[config.mk]
export PLATFORM = sky130hd
export DESIGN_NAME = lmh6401_gain_top
export DESIGN_NICKNAME = d
export VERILOG_FILES = /design/src/hw/daq_cfg_pkg.sv /design/src/hw/lmh6401_pkg.sv /design/src/hw/lmh6401_gain_top.sv /design/src/hw/spi_shift_sel.sv /design/src/hw/spi_frame_seq.sv /design/src/hw/gain_wb_regs.sv
export SDC_FILE = /design/constraint.sdc
export NUM_CORES = 1
export LEC_CHECK = 0
export BUFFER_PORTS_ARGS = -buffer_cell sky130_fd_sc_hd__buf_2
export CELL_PAD_IN_SITES_DETAIL_PLACEMENT = 1
export CELL_PAD_IN_SITES_GLOBAL_PLACEMENT = 2
export CORE_ASPECT_RATIO = 0.6
export CORE_MARGIN = 2
export CORE_UTILIZATION = 36
export CTS_BUF_LIST = sky130_fd_sc_hd__clkbuf_8
export DETAILED_ROUTE_END_ITERATION = 6
export PLACE_DENSITY_LB_ADDON = 0.1
export SLEW_MARGIN = 20
export SYNTH_ARGS = -nofsm -noshare
export SYNTH_HDL_FRONTEND = slang
export SYNTH_SLANG_ARGS = --single-unit
export TNS_END_PERCENT = 5
[constraint.sdc]
create_clock -name ps_clk -period 2.86 [get_ports ps_clk]
set_input_delay 0.429 -clock ps_clk [delete_from_list [all_inputs] [get_ports ps_clk]]
set_output_delay 0.429 -clock ps_clk [all_outputs]
set_load 0.05 [all_outputs]
[src/hw/daq_cfg_pkg.sv]
////////////////////////////////////////////////////////////////////////////
// board-level settings for the LMH6401 gain path
// register offsets are byte addresses on a 4-bit Wishbone address
// CHANNELS_DEFAULT also sets the width of the chip-select pins
////////////////////////////////////////////////////////////////////////////
package daq_cfg_pkg;

  // amplifier channels and their index width
  localparam int CHANNELS_DEFAULT = 8;
  localparam int CH_BITS_MAX = $clog2(CHANNELS_DEFAULT);

  // Wishbone bus widths
  localparam int WB_DATA_W = 32;
  localparam int WB_ADDR_W = 4;

  // clock defaults, Hz
  localparam int CLK_FREQ_DEFAULT = 100_000_000;
  localparam int SPI_FREQ_DEFAULT = 1_000_000;

  // register map
  localparam logic [WB_ADDR_W-1:0] REG_CMD = 4'h0;
  localparam logic [WB_ADDR_W-1:0] REG_STATUS = 4'h4;

  typedef struct packed {
    logic                 cyc;
    logic                 stb;
    logic                 we;
    logic [WB_ADDR_W-1:0] adr;
    logic [WB_DATA_W-1:0] dat_w;
  } wb_req_t;

  typedef struct packed {
    logic                 ack;
    logic [WB_DATA_W-1:0] dat_r;
  } wb_rsp_t;

endpackage
[src/hw/lmh6401_pkg.sv]
////////////////////////////////////////////////////////////////////////////
// LMH6401 SPI command format
// word is rw, 7-bit register address, 8-bit data, sent MSB first
// the channel index sits above the word in spi_cmd_t
////////////////////////////////////////////////////////////////////////////
package lmh6401_pkg;

  localparam int LMH_WORD_W = 16;

  // field view of one device word
  typedef struct packed {
    logic       rw;
    logic [6:0] reg_addr;
    logic [7:0] reg_data;
  } lmh6401_fields_t;

  // same 16 bits, either shifted out raw or decoded by field
  typedef union packed {
    logic [LMH_WORD_W-1:0] raw;
    lmh6401_fields_t       f;
  } lmh6401_word_u;

  // command as written by the host
  typedef struct packed {
    logic [daq_cfg_pkg::CH_BITS_MAX-1:0] ch;
    lmh6401_word_u                       word;
  } spi_cmd_t;

  // shared bus pins, one chip select per amplifier
  typedef struct packed {
    logic [daq_cfg_pkg::CHANNELS_DEFAULT-1:0] cs_n;
    logic                                     sck;
    logic                                     sdi;
  } spi_pins_t;

endpackage

[src/hw/lmh6401_gain_top.sv]
////////////////////////////////////////////////////////////////////////////
// LMH6401 gain control, Wishbone in, shared SPI bus out
// CHANNELS may not exceed CHANNELS_DEFAULT; spare cs_n pins stay high
// SPI_FREQ must be at most CLK_FREQ / 2
////////////////////////////////////////////////////////////////////////////
`timescale 1ns/1ps

module lmh6401_gain_top #(
  parameter int CHANNELS = daq_cfg_pkg::CHANNELS_DEFAULT,
  parameter int CLK_FREQ = daq_cfg_pkg::CLK_FREQ_DEFAULT,
  parameter int SPI_FREQ = daq_cfg_pkg::SPI_FREQ_DEFAULT
) (
  input  logic                   ps_clk,
  input  logic                   rst,
  input  daq_cfg_pkg::wb_req_t   wb_req,
  output daq_cfg_pkg::wb_rsp_t   wb_rsp,
  output lmh6401_pkg::spi_pins_t spi
);
  import lmh6401_pkg::*;

  // ps_clk cycles per SCK half period
  localparam int SCK_HALF = CLK_FREQ / (2 * SPI_FREQ);

  logic                busy;
  logic                frame_done;
  logic                cmd_valid;
  logic                load;
  logic                shift;
  logic                cs_on;
  logic                sck;
  logic                sdi;
  logic [CHANNELS-1:0] cs_n;
  spi_cmd_t            reg_cmd;
  spi_cmd_t            seq_cmd;

  //////////////////////////////////////////////////////////////////////////
  // register block, sequencer, datapath
  //////////////////////////////////////////////////////////////////////////
  gain_wb_regs gain_wb_regs_i (
    .ps_clk,
    .rst,
    .wb_req,
    .wb_rsp,
    .busy,
    .frame_done,
    .cmd_valid,
    .cmd(reg_cmd)
  );

  spi_frame_seq #(
    .SCK_HALF(SCK_HALF)
  ) spi_frame_seq_i (
    .ps_clk,
    .rst,
    .cmd_valid,
    .cmd_in(reg_cmd),
    .busy,
    .frame_done,
    .load,
    .shift,
    .cs_on,
    .sck,
    .cmd_out(seq_cmd)
  );

  spi_shift_sel #(
    .CHANNELS(CHANNELS)
  ) spi_shift_sel_i (
    .ps_clk,
    .rst,
    .load,
    .shift,
    .cs_on,
    .cmd(seq_cmd),
    .pins_cs_n(cs_n),
    .sdi
  );

  // pin bundle, unused selects parked high
  always_comb begin
    spi.cs_n = '1;
    for (int i = 0; i < CHANNELS; i++) begin
      spi.cs_n[i] = cs_n[i];
    end
    spi.sck = sck;
    spi.sdi = sdi;
  end

endmodule

[src/hw/spi_shift_sel.sv]
////////////////////////////////////////////////////////////////////////////
// MSB-first shift register and one-hot active-low chip select
// channel indices at or above CHANNELS select no device
////////////////////////////////////////////////////////////////////////////
`timescale 1ns/1ps

module spi_shift_sel #(
  parameter int CHANNELS = daq_cfg_pkg::CHANNELS_DEFAULT
) (
  input  logic                  ps_clk,
  input  logic                  rst,
  input  logic                  load,
  input  logic                  shift,
  input  logic                  cs_on,
  input  lmh6401_pkg::spi_cmd_t cmd,
  output logic [CHANNELS-1:0]   pins_cs_n,
  output logic                  sdi
);
  import daq_cfg_pkg::*;
  import lmh6401_pkg::*;

  logic [LMH_WORD_W-1:0]  shreg;
  logic [CH_BITS_MAX-1:0] ch_q;

  // sdi low after reset, holds the last bit between frames
  always_ff @(posedge ps_clk) begin
    if (rst) begin
      shreg <= '0;
    end else if (load) begin
      shreg <= cmd.word.raw;
    end else if (shift) begin
      shreg <= {shreg[LMH_WORD_W-2:0], 1'b0};
    end
  end

  // channel held for the whole frame
  always_ff @(posedge ps_clk) begin
    if (load) begin
      ch_q <= cmd.ch;
    end
  end

  assign sdi = shreg[LMH_WORD_W-1];

  // one-hot select, gated by the frame window
  always_comb begin
    pins_cs_n = '1;
    for (int i = 0; i < CHANNELS; i++) begin
      if (cs_on && (ch_q == CH_BITS_MAX'(i))) begin
        pins_cs_n[i] = 1'b0;
      end
    end
  end

endmodule

[src/hw/spi_frame_seq.sv]
////////////////////////////////////////////////////////////////////////////
// frame sequencer for one 16-bit LMH6401 write
// SCK_HALF is ps_clk cycles per SCK half period, at least 1
// frame is 33 * SCK_HALF + 1 cycles from cmd_valid to frame_done
////////////////////////////////////////////////////////////////////////////
`timescale 1ns/1ps

module spi_frame_seq #(
  parameter int SCK_HALF = 50
) (
  input  logic                  ps_clk,
  input  logic                  rst,
  input  logic                  cmd_valid,
  input  lmh6401_pkg::spi_cmd_t cmd_in,
  output logic                  busy,
  output logic                  frame_done,
  output logic                  load,
  output logic                  shift,
  output logic                  cs_on,
  output logic                  sck,
  output lmh6401_pkg::spi_cmd_t cmd_out
);
  import lmh6401_pkg::*;

  localparam int HC_W = $clog2(SCK_HALF + 1);
  localparam logic [HC_W-1:0] HC_LAST = HC_W'(SCK_HALF - 1);
  localparam int BC_W = $clog2(LMH_WORD_W);
  localparam logic [BC_W-1:0] BIT_LAST = BC_W'(LMH_WORD_W - 1);

  typedef enum logic [1:0] {IDLE, LEAD, CLOCK, TRAIL} state_t;

  state_t          state;
  logic [HC_W-1:0] hcnt;
  logic [BC_W-1:0] bcnt;
  logic            half_end;

  assign half_end = hcnt == HC_LAST;

  assign busy = state != IDLE;
  assign cs_on = state != IDLE;
  // datapath latches the command on the same edge we leave idle
  assign load = (state == IDLE) && cmd_valid;
  assign cmd_out = cmd_in;
  // advance sdi with each falling edge, none after the last bit
  assign shift = (state == CLOCK) && half_end && sck && (bcnt != BIT_LAST);

  always_ff @(posedge ps_clk) begin
    if (rst) begin
      state <= IDLE;
      hcnt <= '0;
      bcnt <= '0;
      sck <= 1'b0;
      frame_done <= 1'b0;
    end else begin
      frame_done <= 1'b0;
      hcnt <= half_end ? '0 : hcnt + 1'b1;
      case (state)
        IDLE: begin
          hcnt <= '0;
          if (cmd_valid) begin
            state <= LEAD;
          end
        end
        // cs low, bit 15 settling before the first rising edge
        LEAD: begin
          if (half_end) begin
            state <= CLOCK;
            sck <= 1'b1;
            bcnt <= '0;
          end
        end
        CLOCK: begin
          if (half_end) begin
            if (sck) begin
              sck <= 1'b0;
              if (bcnt == BIT_LAST) begin
                state <= TRAIL;
              end
            end else begin
              sck <= 1'b1;
              bcnt <= bcnt + 1'b1;
            end
          end
        end
        // hold cs for one half period after the last falling edge
        TRAIL: begin
          if (half_end) begin
            state <= IDLE;
            frame_done <= 1'b1;
          end
        end
        default: state <= IDLE;
      endcase
    end
  end

endmodule

[src/hw/gain_wb_regs.sv]
////////////////////////////////////////////////////////////////////////////
// Wishbone classic slave for the gain command and status registers
// CMD writes stall (ack held low) while a frame is on the bus
// read commands are refused since the bus has no SDO line
////////////////////////////////////////////////////////////////////////////
`timescale 1ns/1ps

module gain_wb_regs (
  input  logic                  ps_clk,
  input  logic                  rst,
  input  daq_cfg_pkg::wb_req_t  wb_req,
  output daq_cfg_pkg::wb_rsp_t  wb_rsp,
  input  logic                  busy,
  input  logic                  frame_done,
  output logic                  cmd_valid,
  output lmh6401_pkg::spi_cmd_t cmd
);
  import daq_cfg_pkg::*;
  import lmh6401_pkg::*;

  logic                 ack_q;
  logic [WB_DATA_W-1:0] rd_q;
  logic                 pending;
  logic                 sel_cmd;
  logic                 sel_status;
  logic                 cmd_wr;
  logic                 cmd_refuse;
  logic                 cmd_accept;
  logic                 clr_refused;
  spi_cmd_t             wr_cmd;
  logic                 refused;
  logic [15:0]          frame_cnt;
  logic [WB_DATA_W-1:0] status_word;

  //////////////////////////////////////////////////////////////////////////
  // address decode
  //////////////////////////////////////////////////////////////////////////
  // no new cycle counted while the current one is being acked
  assign pending = wb_req.cyc && wb_req.stb && !ack_q;
  assign sel_cmd = wb_req.adr == REG_CMD;
  assign sel_status = wb_req.adr == REG_STATUS;

  // channel and word in the low bits of the data bus
  assign wr_cmd = wb_req.dat_w[$bits(spi_cmd_t)-1:0];

  assign cmd_wr = pending && wb_req.we && sel_cmd;
  // rw set means a device read
  assign cmd_refuse = cmd_wr && wr_cmd.word.f.rw;
  assign cmd_accept = cmd_wr && !wr_cmd.word.f.rw && !busy;
  assign clr_refused = pending && wb_req.we && sel_status && wb_req.dat_w[1];

  // busy also covers the cycle the command is handed over
  assign status_word = {frame_cnt, {(WB_DATA_W - 18){1'b0}}, refused, busy || cmd_valid};

  //////////////////////////////////////////////////////////////////////////
  // control state
  //////////////////////////////////////////////////////////////////////////
  always_ff @(posedge ps_clk) begin
    if (rst) begin
      ack_q <= 1'b0;
      cmd_valid <= 1'b0;
      refused <= 1'b0;
      frame_cnt <= '0;
    end else begin
      // CMD writes wait for the sequencer, everything else acks next cycle
      ack_q <= cmd_wr ? (cmd_refuse || cmd_accept) : pending;
      cmd_valid <= cmd_accept;
      if (cmd_refuse) begin
        refused <= 1'b1;
      end else if (clr_refused) begin
        refused <= 1'b0;
      end
      // wraps at 16 bits
      if (frame_done) begin
        frame_cnt <= frame_cnt + 16'd1;
      end
    end
  end

  // payload
  always_ff @(posedge ps_clk) begin
    if (cmd_accept) begin
      cmd <= wr_cmd;
    end
    if (pending) begin
      rd_q <= (sel_status && !wb_req.we) ? status_word : '0;
    end
  end

  assign wb_rsp.ack = ack_q;
  assign wb_rsp.dat_r = rd_q;

endmodule

# After elaboration in Yosys (flattened, before gate mapping)
# Cells that the tools add are included.
# Widths: inputs -> output; s select.
[totals] output_inout_bits=43 ff_bits=103 input_bits=41 elab_cells=109
[op_classes] addsub=3 n_eq_ne=21 mux=29 reduce_logical=40 n_bitwise=1
[op_table] op="$mux 16" n=2
[op_table] op="$logic_and 1x1->1" n=22
[op_table] op="$add 16x1->16 const B" n=1
[op_table] op="$mux 1" n=15
[op_table] op="$eq 3x3->1 const B" n=4
[op_table] op="$mux 2" n=6
[op_table] op="$mux 4" n=3
[op_table] op="$ne 2x1->1 const B" n=4
[op_table] op="$pmux 2 s4" n=1
[op_table] op="$pmux 4 s2" n=1
[op_table] op="$reduce_bool 2->1" n=4
[op_table] op="$add 6x1->6 const B" n=1
[op_table] op="$eq 3x2->1 const B" n=2
[op_table] op="$eq 6x6->1 const B" n=1
[op_table] op="$ne 2x2->1 const B" n=3
[op_table] op="$reduce_and 6->1" n=1
[op_table] op="$add 4x1->4 const B" n=1
[op_table] op="$eq 2x2->1 const B" n=2
[op_table] op="$eq 4x3->1 const B" n=1
[op_table] op="$eq 4x4->1 const B" n=1
[op_table] op="$logic_not 1->1" n=4
[op_table] op="$logic_not 4->1" n=1
[op_table] op="$ne 4x4->1 const B" n=1
[op_table] op="$reduce_and 4->1" n=1
[op_table] op="other kinds (10)" n=11

# Depth between registers and ports, before layout
[depth] ltp_word=8 ltp_mapped=9 ltp_nobuf=6

# Modules after synthesis
# A second synthesis with hierarchy kept.
[unflattened] cells_unflattened=367 hier_area_um2=4115.2
[by_module_without_submodules] module="gain_wb_regs" cells_per_inst=174 instances=1 area_per_inst_um2=2262.2 seq_area_each_um2=1491.4
[by_module_without_submodules] module="spi_frame_seq" cells_per_inst=105 instances=1 area_per_inst_um2=923.4 seq_area_each_um2=280.3
[by_module_without_submodules] module="spi_shift_sel" cells_per_inst=86 instances=1 area_per_inst_um2=914.6 seq_area_each_um2=410.4
[by_module_without_submodules] module="lmh6401_gain_top" cells_per_inst=2 instances=1 area_per_inst_um2=15.0 seq_area_each_um2=0.0

# Worst setup path before layout
# OpenSTA, ideal clock, no wires.
[synth_timing] path_type="input-to-reg" from="input port wb_req[37] (netlist name)" to="register gain_wb_regs_i.cmd[0] (netlist name)" setup_time_ns=0.378 arrival_ns=1.873 required_time_ns=2.482 setup_slack_ns=0.610 stages=3 n_path_buf=1 cell_sequence="and3b_1 -> clkbuf_1 -> and3_1"
[synth_via] elab_chain_cells=6
[synth_lines] element="from (decl)" line_no="lmh6401_gain_top.sv:15" text="input daq_cfg_pkg::wb_req_t wb_req,"
[synth_lines] element="$logic_and 1x1->1 (2 in a row)" line_no="gain_wb_regs.sv:39" text="assign pending = wb_req.cyc && wb_req.stb && !ack_q;"
[synth_lines] element="named net gain_wb_regs_i.pending" line_no="gain_wb_regs.sv:23" text="logic pending;"
[synth_lines] element="$logic_and 1x1->1 (2 in a row)" line_no="gain_wb_regs.sv:46" text="assign cmd_wr = pending && wb_req.we && sel_cmd;"
[synth_lines] element="$logic_and 1x1->1 (2 in a row)" line_no="gain_wb_regs.sv:49" text="assign cmd_accept = cmd_wr && !wr_cmd.word.f.rw && !busy;"
[synth_lines] element="named net gain_wb_regs_i.cmd_accept" line_no="gain_wb_regs.sv:28" text="logic cmd_accept;"
# The timed path passes the listed nets, and every way through them passes these cells.
# A chain may end at the register's enable or synchronous reset.

==> run_results.csv <==
group,metric,value,unit
outcome,outcome,"finished clean",
synthesis,netlist_area,3790,µm²
timing,fmax,0.459,GHz
route,via_per_inst,4.76,
synthesis,ys_seq_area_share,57.6,%
placement,dp_hpwl,5620,µm
clock_tree,cts_tree,"built",
global_routing,grt_pass1_wl,13100,µm
global_routing,track_usage,15.0,%
route,drc,0,
global_routing,grt_pass1_vias,2513,
floorplanning,die_height,83.5,µm
cells_and_area,fin_nets,443,
synthesis,ys_warn_count,0,
power,leakage,1.57,nW
placement,port_buffers,56,
timing,drv_slew,0,
synthesis,ys.flop_type,"dfxtp_1",
timing,setup_violations,0,
route,vias,2544,
hold_path,min_path_type,"primary input to flip-flop",
critical_path,critPathArrivalTime,1.75,ns
critical_path,critPathMaxFanout,6,
timing,finClkSkew,0.00746,ns
cells_and_area,n_antenna_cell,0,
clock_tree,holdBufCountCts,0,
synthesis,synth-async-reset-ratio,0,%
floorplanning,start_util,37.7,%
synthesis,syn-instance-count,344,
power,power_density,617,nW/µm²
timing,fin_setup_tns,0,ns
critical_path,required,2.43,ns
floorplanning,rows,28,
global_routing,grt.overflow.total,0,
cells_and_area,area_delta_synth_final,14.5,%
timing,slew_headroom,59.7,%
critical_path,worstSetupPathType,"flip-flop to primary output",
clock_tree,cts_sinks,89,
timing,hold_viol,0,
synthesis,synth_cell_types,41,
clock_tree,numCtsBuffers,9,
clock_tree,worstSkewPairLatency,0.36,ns
critical_path,startpoint_type,"flip-flop",
floorplanning,coreArea,10100,µm²
cells_and_area,drive_gt1_share,18.8,%
global_routing,grt_start_max_net_pins,33,
cells_and_area,n_fill_cell,1143,
run,cap_violations,0,
timing,period_share,76.2,%
route,first_pass_iters,4,
route,drt-initial-drc-count,62,
route,wirelength,7870,µm
critical_path,cp-end-kind,"primary output",
timing,tightestPinTransition,0.605,ns
route,wl_per_cell,14.7,µm
clock_tree,cts_max_level,3,
clock_tree,cts_root_buf,"clkbuf_8",
synthesis,avgSynthCellArea,11.0,µm²
clock_tree,post_cts_buffers,0,
synthesis,ys_ff_latch,89,
global_routing,antenna_found_initial,0,
synthesis,synth_edf_count,40,
timing,finalCriticalPeriod,2.18,ns
cells_and_area,fin_util,43.2,%
timing,rsz0062_at_grt,"false",
clock_tree,cts_resized,0,
power,peakVddDrop,256,µV
clock_tree,max-clock-path-buffers,2,
placement,gp_congestion,0.745,
floorplanning,die_area,11400,µm²
floorplanning,ios,84,
clock_tree,clk_pin_slew_worst_paths,0.08,ns
route,ant_nets,0,
floorplanning,die_x,136,µm
-- stage by stage --
| step | cell area [µm²] | cells | power (mW) | setup slack (ns) | hold slack, ns |
|---|---|---|---|---|---|
| CTS | 4340 | 534 | 2.73 | 0.638 | 0.221 |
| detailed placement | 4110 | 518 | 1.71 | 0.851 | 0.406 |
| finish | 4340 | 534 | 2.68 | 0.680 | 0.246 |
| floorplan | 3840 | 357 | 1.65 | 0.610 | 0.400 |
| global route | 4340 | 534 | 2.80 | 0.517 | 0.219 |
| global placement | 4110 | 518 | 1.70 | 0.872 | 0.402 |
-- cell usage after synthesis, drive strengths merged (2+ instances only) --
cell type  number  area [µm²]
and4            3        26.3
nand2          21        78.8
dfxtp          49         981
or3             2        12.5
a41oi           2        17.5
o21ai          12        60.1
xor2            7        61.3
nand3b          2        15.0
a311oi          2        17.5
o32ai           2        17.5
a21oi          16        80.1
nor2           31         116
xnor2           8        70.1
and3b           2        17.5
clkbuf         13        48.8
and2           21         131
o31ai           3        22.5
nand4           6        37.5
nand3          12        60.1
or4             3        22.5
mux2i          19         190
ha              8         100
nor2b           3        18.8
a2bb2oi         2        17.5
buf            21         164
and3            4        25.0
a211oi          8        60.1
nor3            4        20.0
inv            10        37.5
edfxtp         40        1200
-- critical path, stage by stage, from the launching register on --
cell     delay [ns]
dfxtp_1        0.39
inv_1          0.10
ha_1           0.29
nor2_1         0.27
nand3_1        0.13
buf_2          0.22
-- metal layers --
layer	up-vias	wire (µm)	track usage (%)	part of all wire [%]
li1	1291	-	-	-
met2	60	3360	22.3	43
met4	0	99	4.92	1.3
met3	9	356	4.49	4.5
met5	-	0	0	0
met1	1184	4050	20.8	51
-- cells by family after synthesis --
family,count (synthesis),share of synthesized area [%]
compound gates,51,8.55
mux,19,5.02
buf+inv,44,6.60
flops,89,57.6
simple gates,117,16.1
other cells,1,0.0989
xor+xnor,15,3.47
fa+ha+maj,8,2.64
-- sequential cells by signal, indices dropped and copies added (netlist names) --
| signal | cells |
|---|---|
| spi_frame_seq_i.hcnt | 6 |
| spi_shift_sel_i.ch_q | 3 |
| spi_shift_sel_i.shreg | 16 |
| gain_wb_regs_i.rd_q | 18 |
| gain_wb_regs_i.cmd | 19 |
| spi_frame_seq_i.sck | 1 |
| gain_wb_regs_i.cmd_valid | 1 |
| spi_frame_seq_i.bcnt | 4 |
| spi_frame_seq_i.frame_done | 1 |
| gain_wb_regs_i.frame_cnt | 16 |
| spi_frame_seq_i.state | 2 |
| gain_wb_regs_i.ack_q | 1 |
| gain_wb_regs_i.refused | 1 |
-- worst paths after layout --
check                                         from                                endpoint  slack, ns  depth (start not counted)
max reg2reg  spi_frame_seq_i.state[0]$_SDFFE_PP0P_  spi_shift_sel_i.shreg[15]$_SDFFE_PP0P_       0.88                          7
min                                     wb_req[11]        gain_wb_regs_i.cmd[11]$_DFFE_PP_       0.25                          1
max          spi_frame_seq_i.state[0]$_SDFFE_PP0P_                                  spi[5]       0.68                          5
min reg2reg       gain_wb_regs_i.cmd[18]$_DFFE_PP_       spi_shift_sel_i.ch_q[2]$_DFFE_PP_       0.43                          0
-- where the power goes --
group	internal [mW]	switching (mW)
registers	1.35	0.0211
logic	0.0799	0.225
clock network	0.573	0.429
-- layout by cell type, fill, tap and decap left out, types with 2 or more instances in the layout --
cell type / n
a211oi_1: 8
a21oi_1: 16
a2bb2oi_1: 2
a311oi_1: 2
a41oi_1: 2
and2_1: 21
and3_1: 4
and3b_1: 2
and4_1: 3
buf_2: 56
buf_4: 4
bufinv_16: 3
clkbuf_8: 9
clkinv_2: 3
conb_1: 14
dfxtp_1: 49
edfxtp_1: 40
ha_1: 8
inv_1: 10
mux2i_1: 19
nand2_1: 21
nand3_1: 12
nand3b_1: 2
nand4_1: 6
nor2_1: 31
nor2b_1: 3
nor3_1: 4
o21ai_0: 12
o31ai_1: 3
o32ai_1: 2
or3_1: 2
or4_1: 3
xnor2_1: 8
xor2_1: 7
-- layout make-up --
cell class / count / area (µm²) / share of cell area [%]
multi-input combinational: 224 / 1410 / 32.4
clock buffer: 9 / 124 / 2.85
clock inverter: 7 / 109 / 2.51
inverter: 10 / 37.5 / 0.865
tap: 135 / 169 / 3.89
timing repair buffer: 60 / 310 / 7.15
sequential: 89 / 2180 / 50.3
Note: power is estimated with default switching activity, not from simulation.
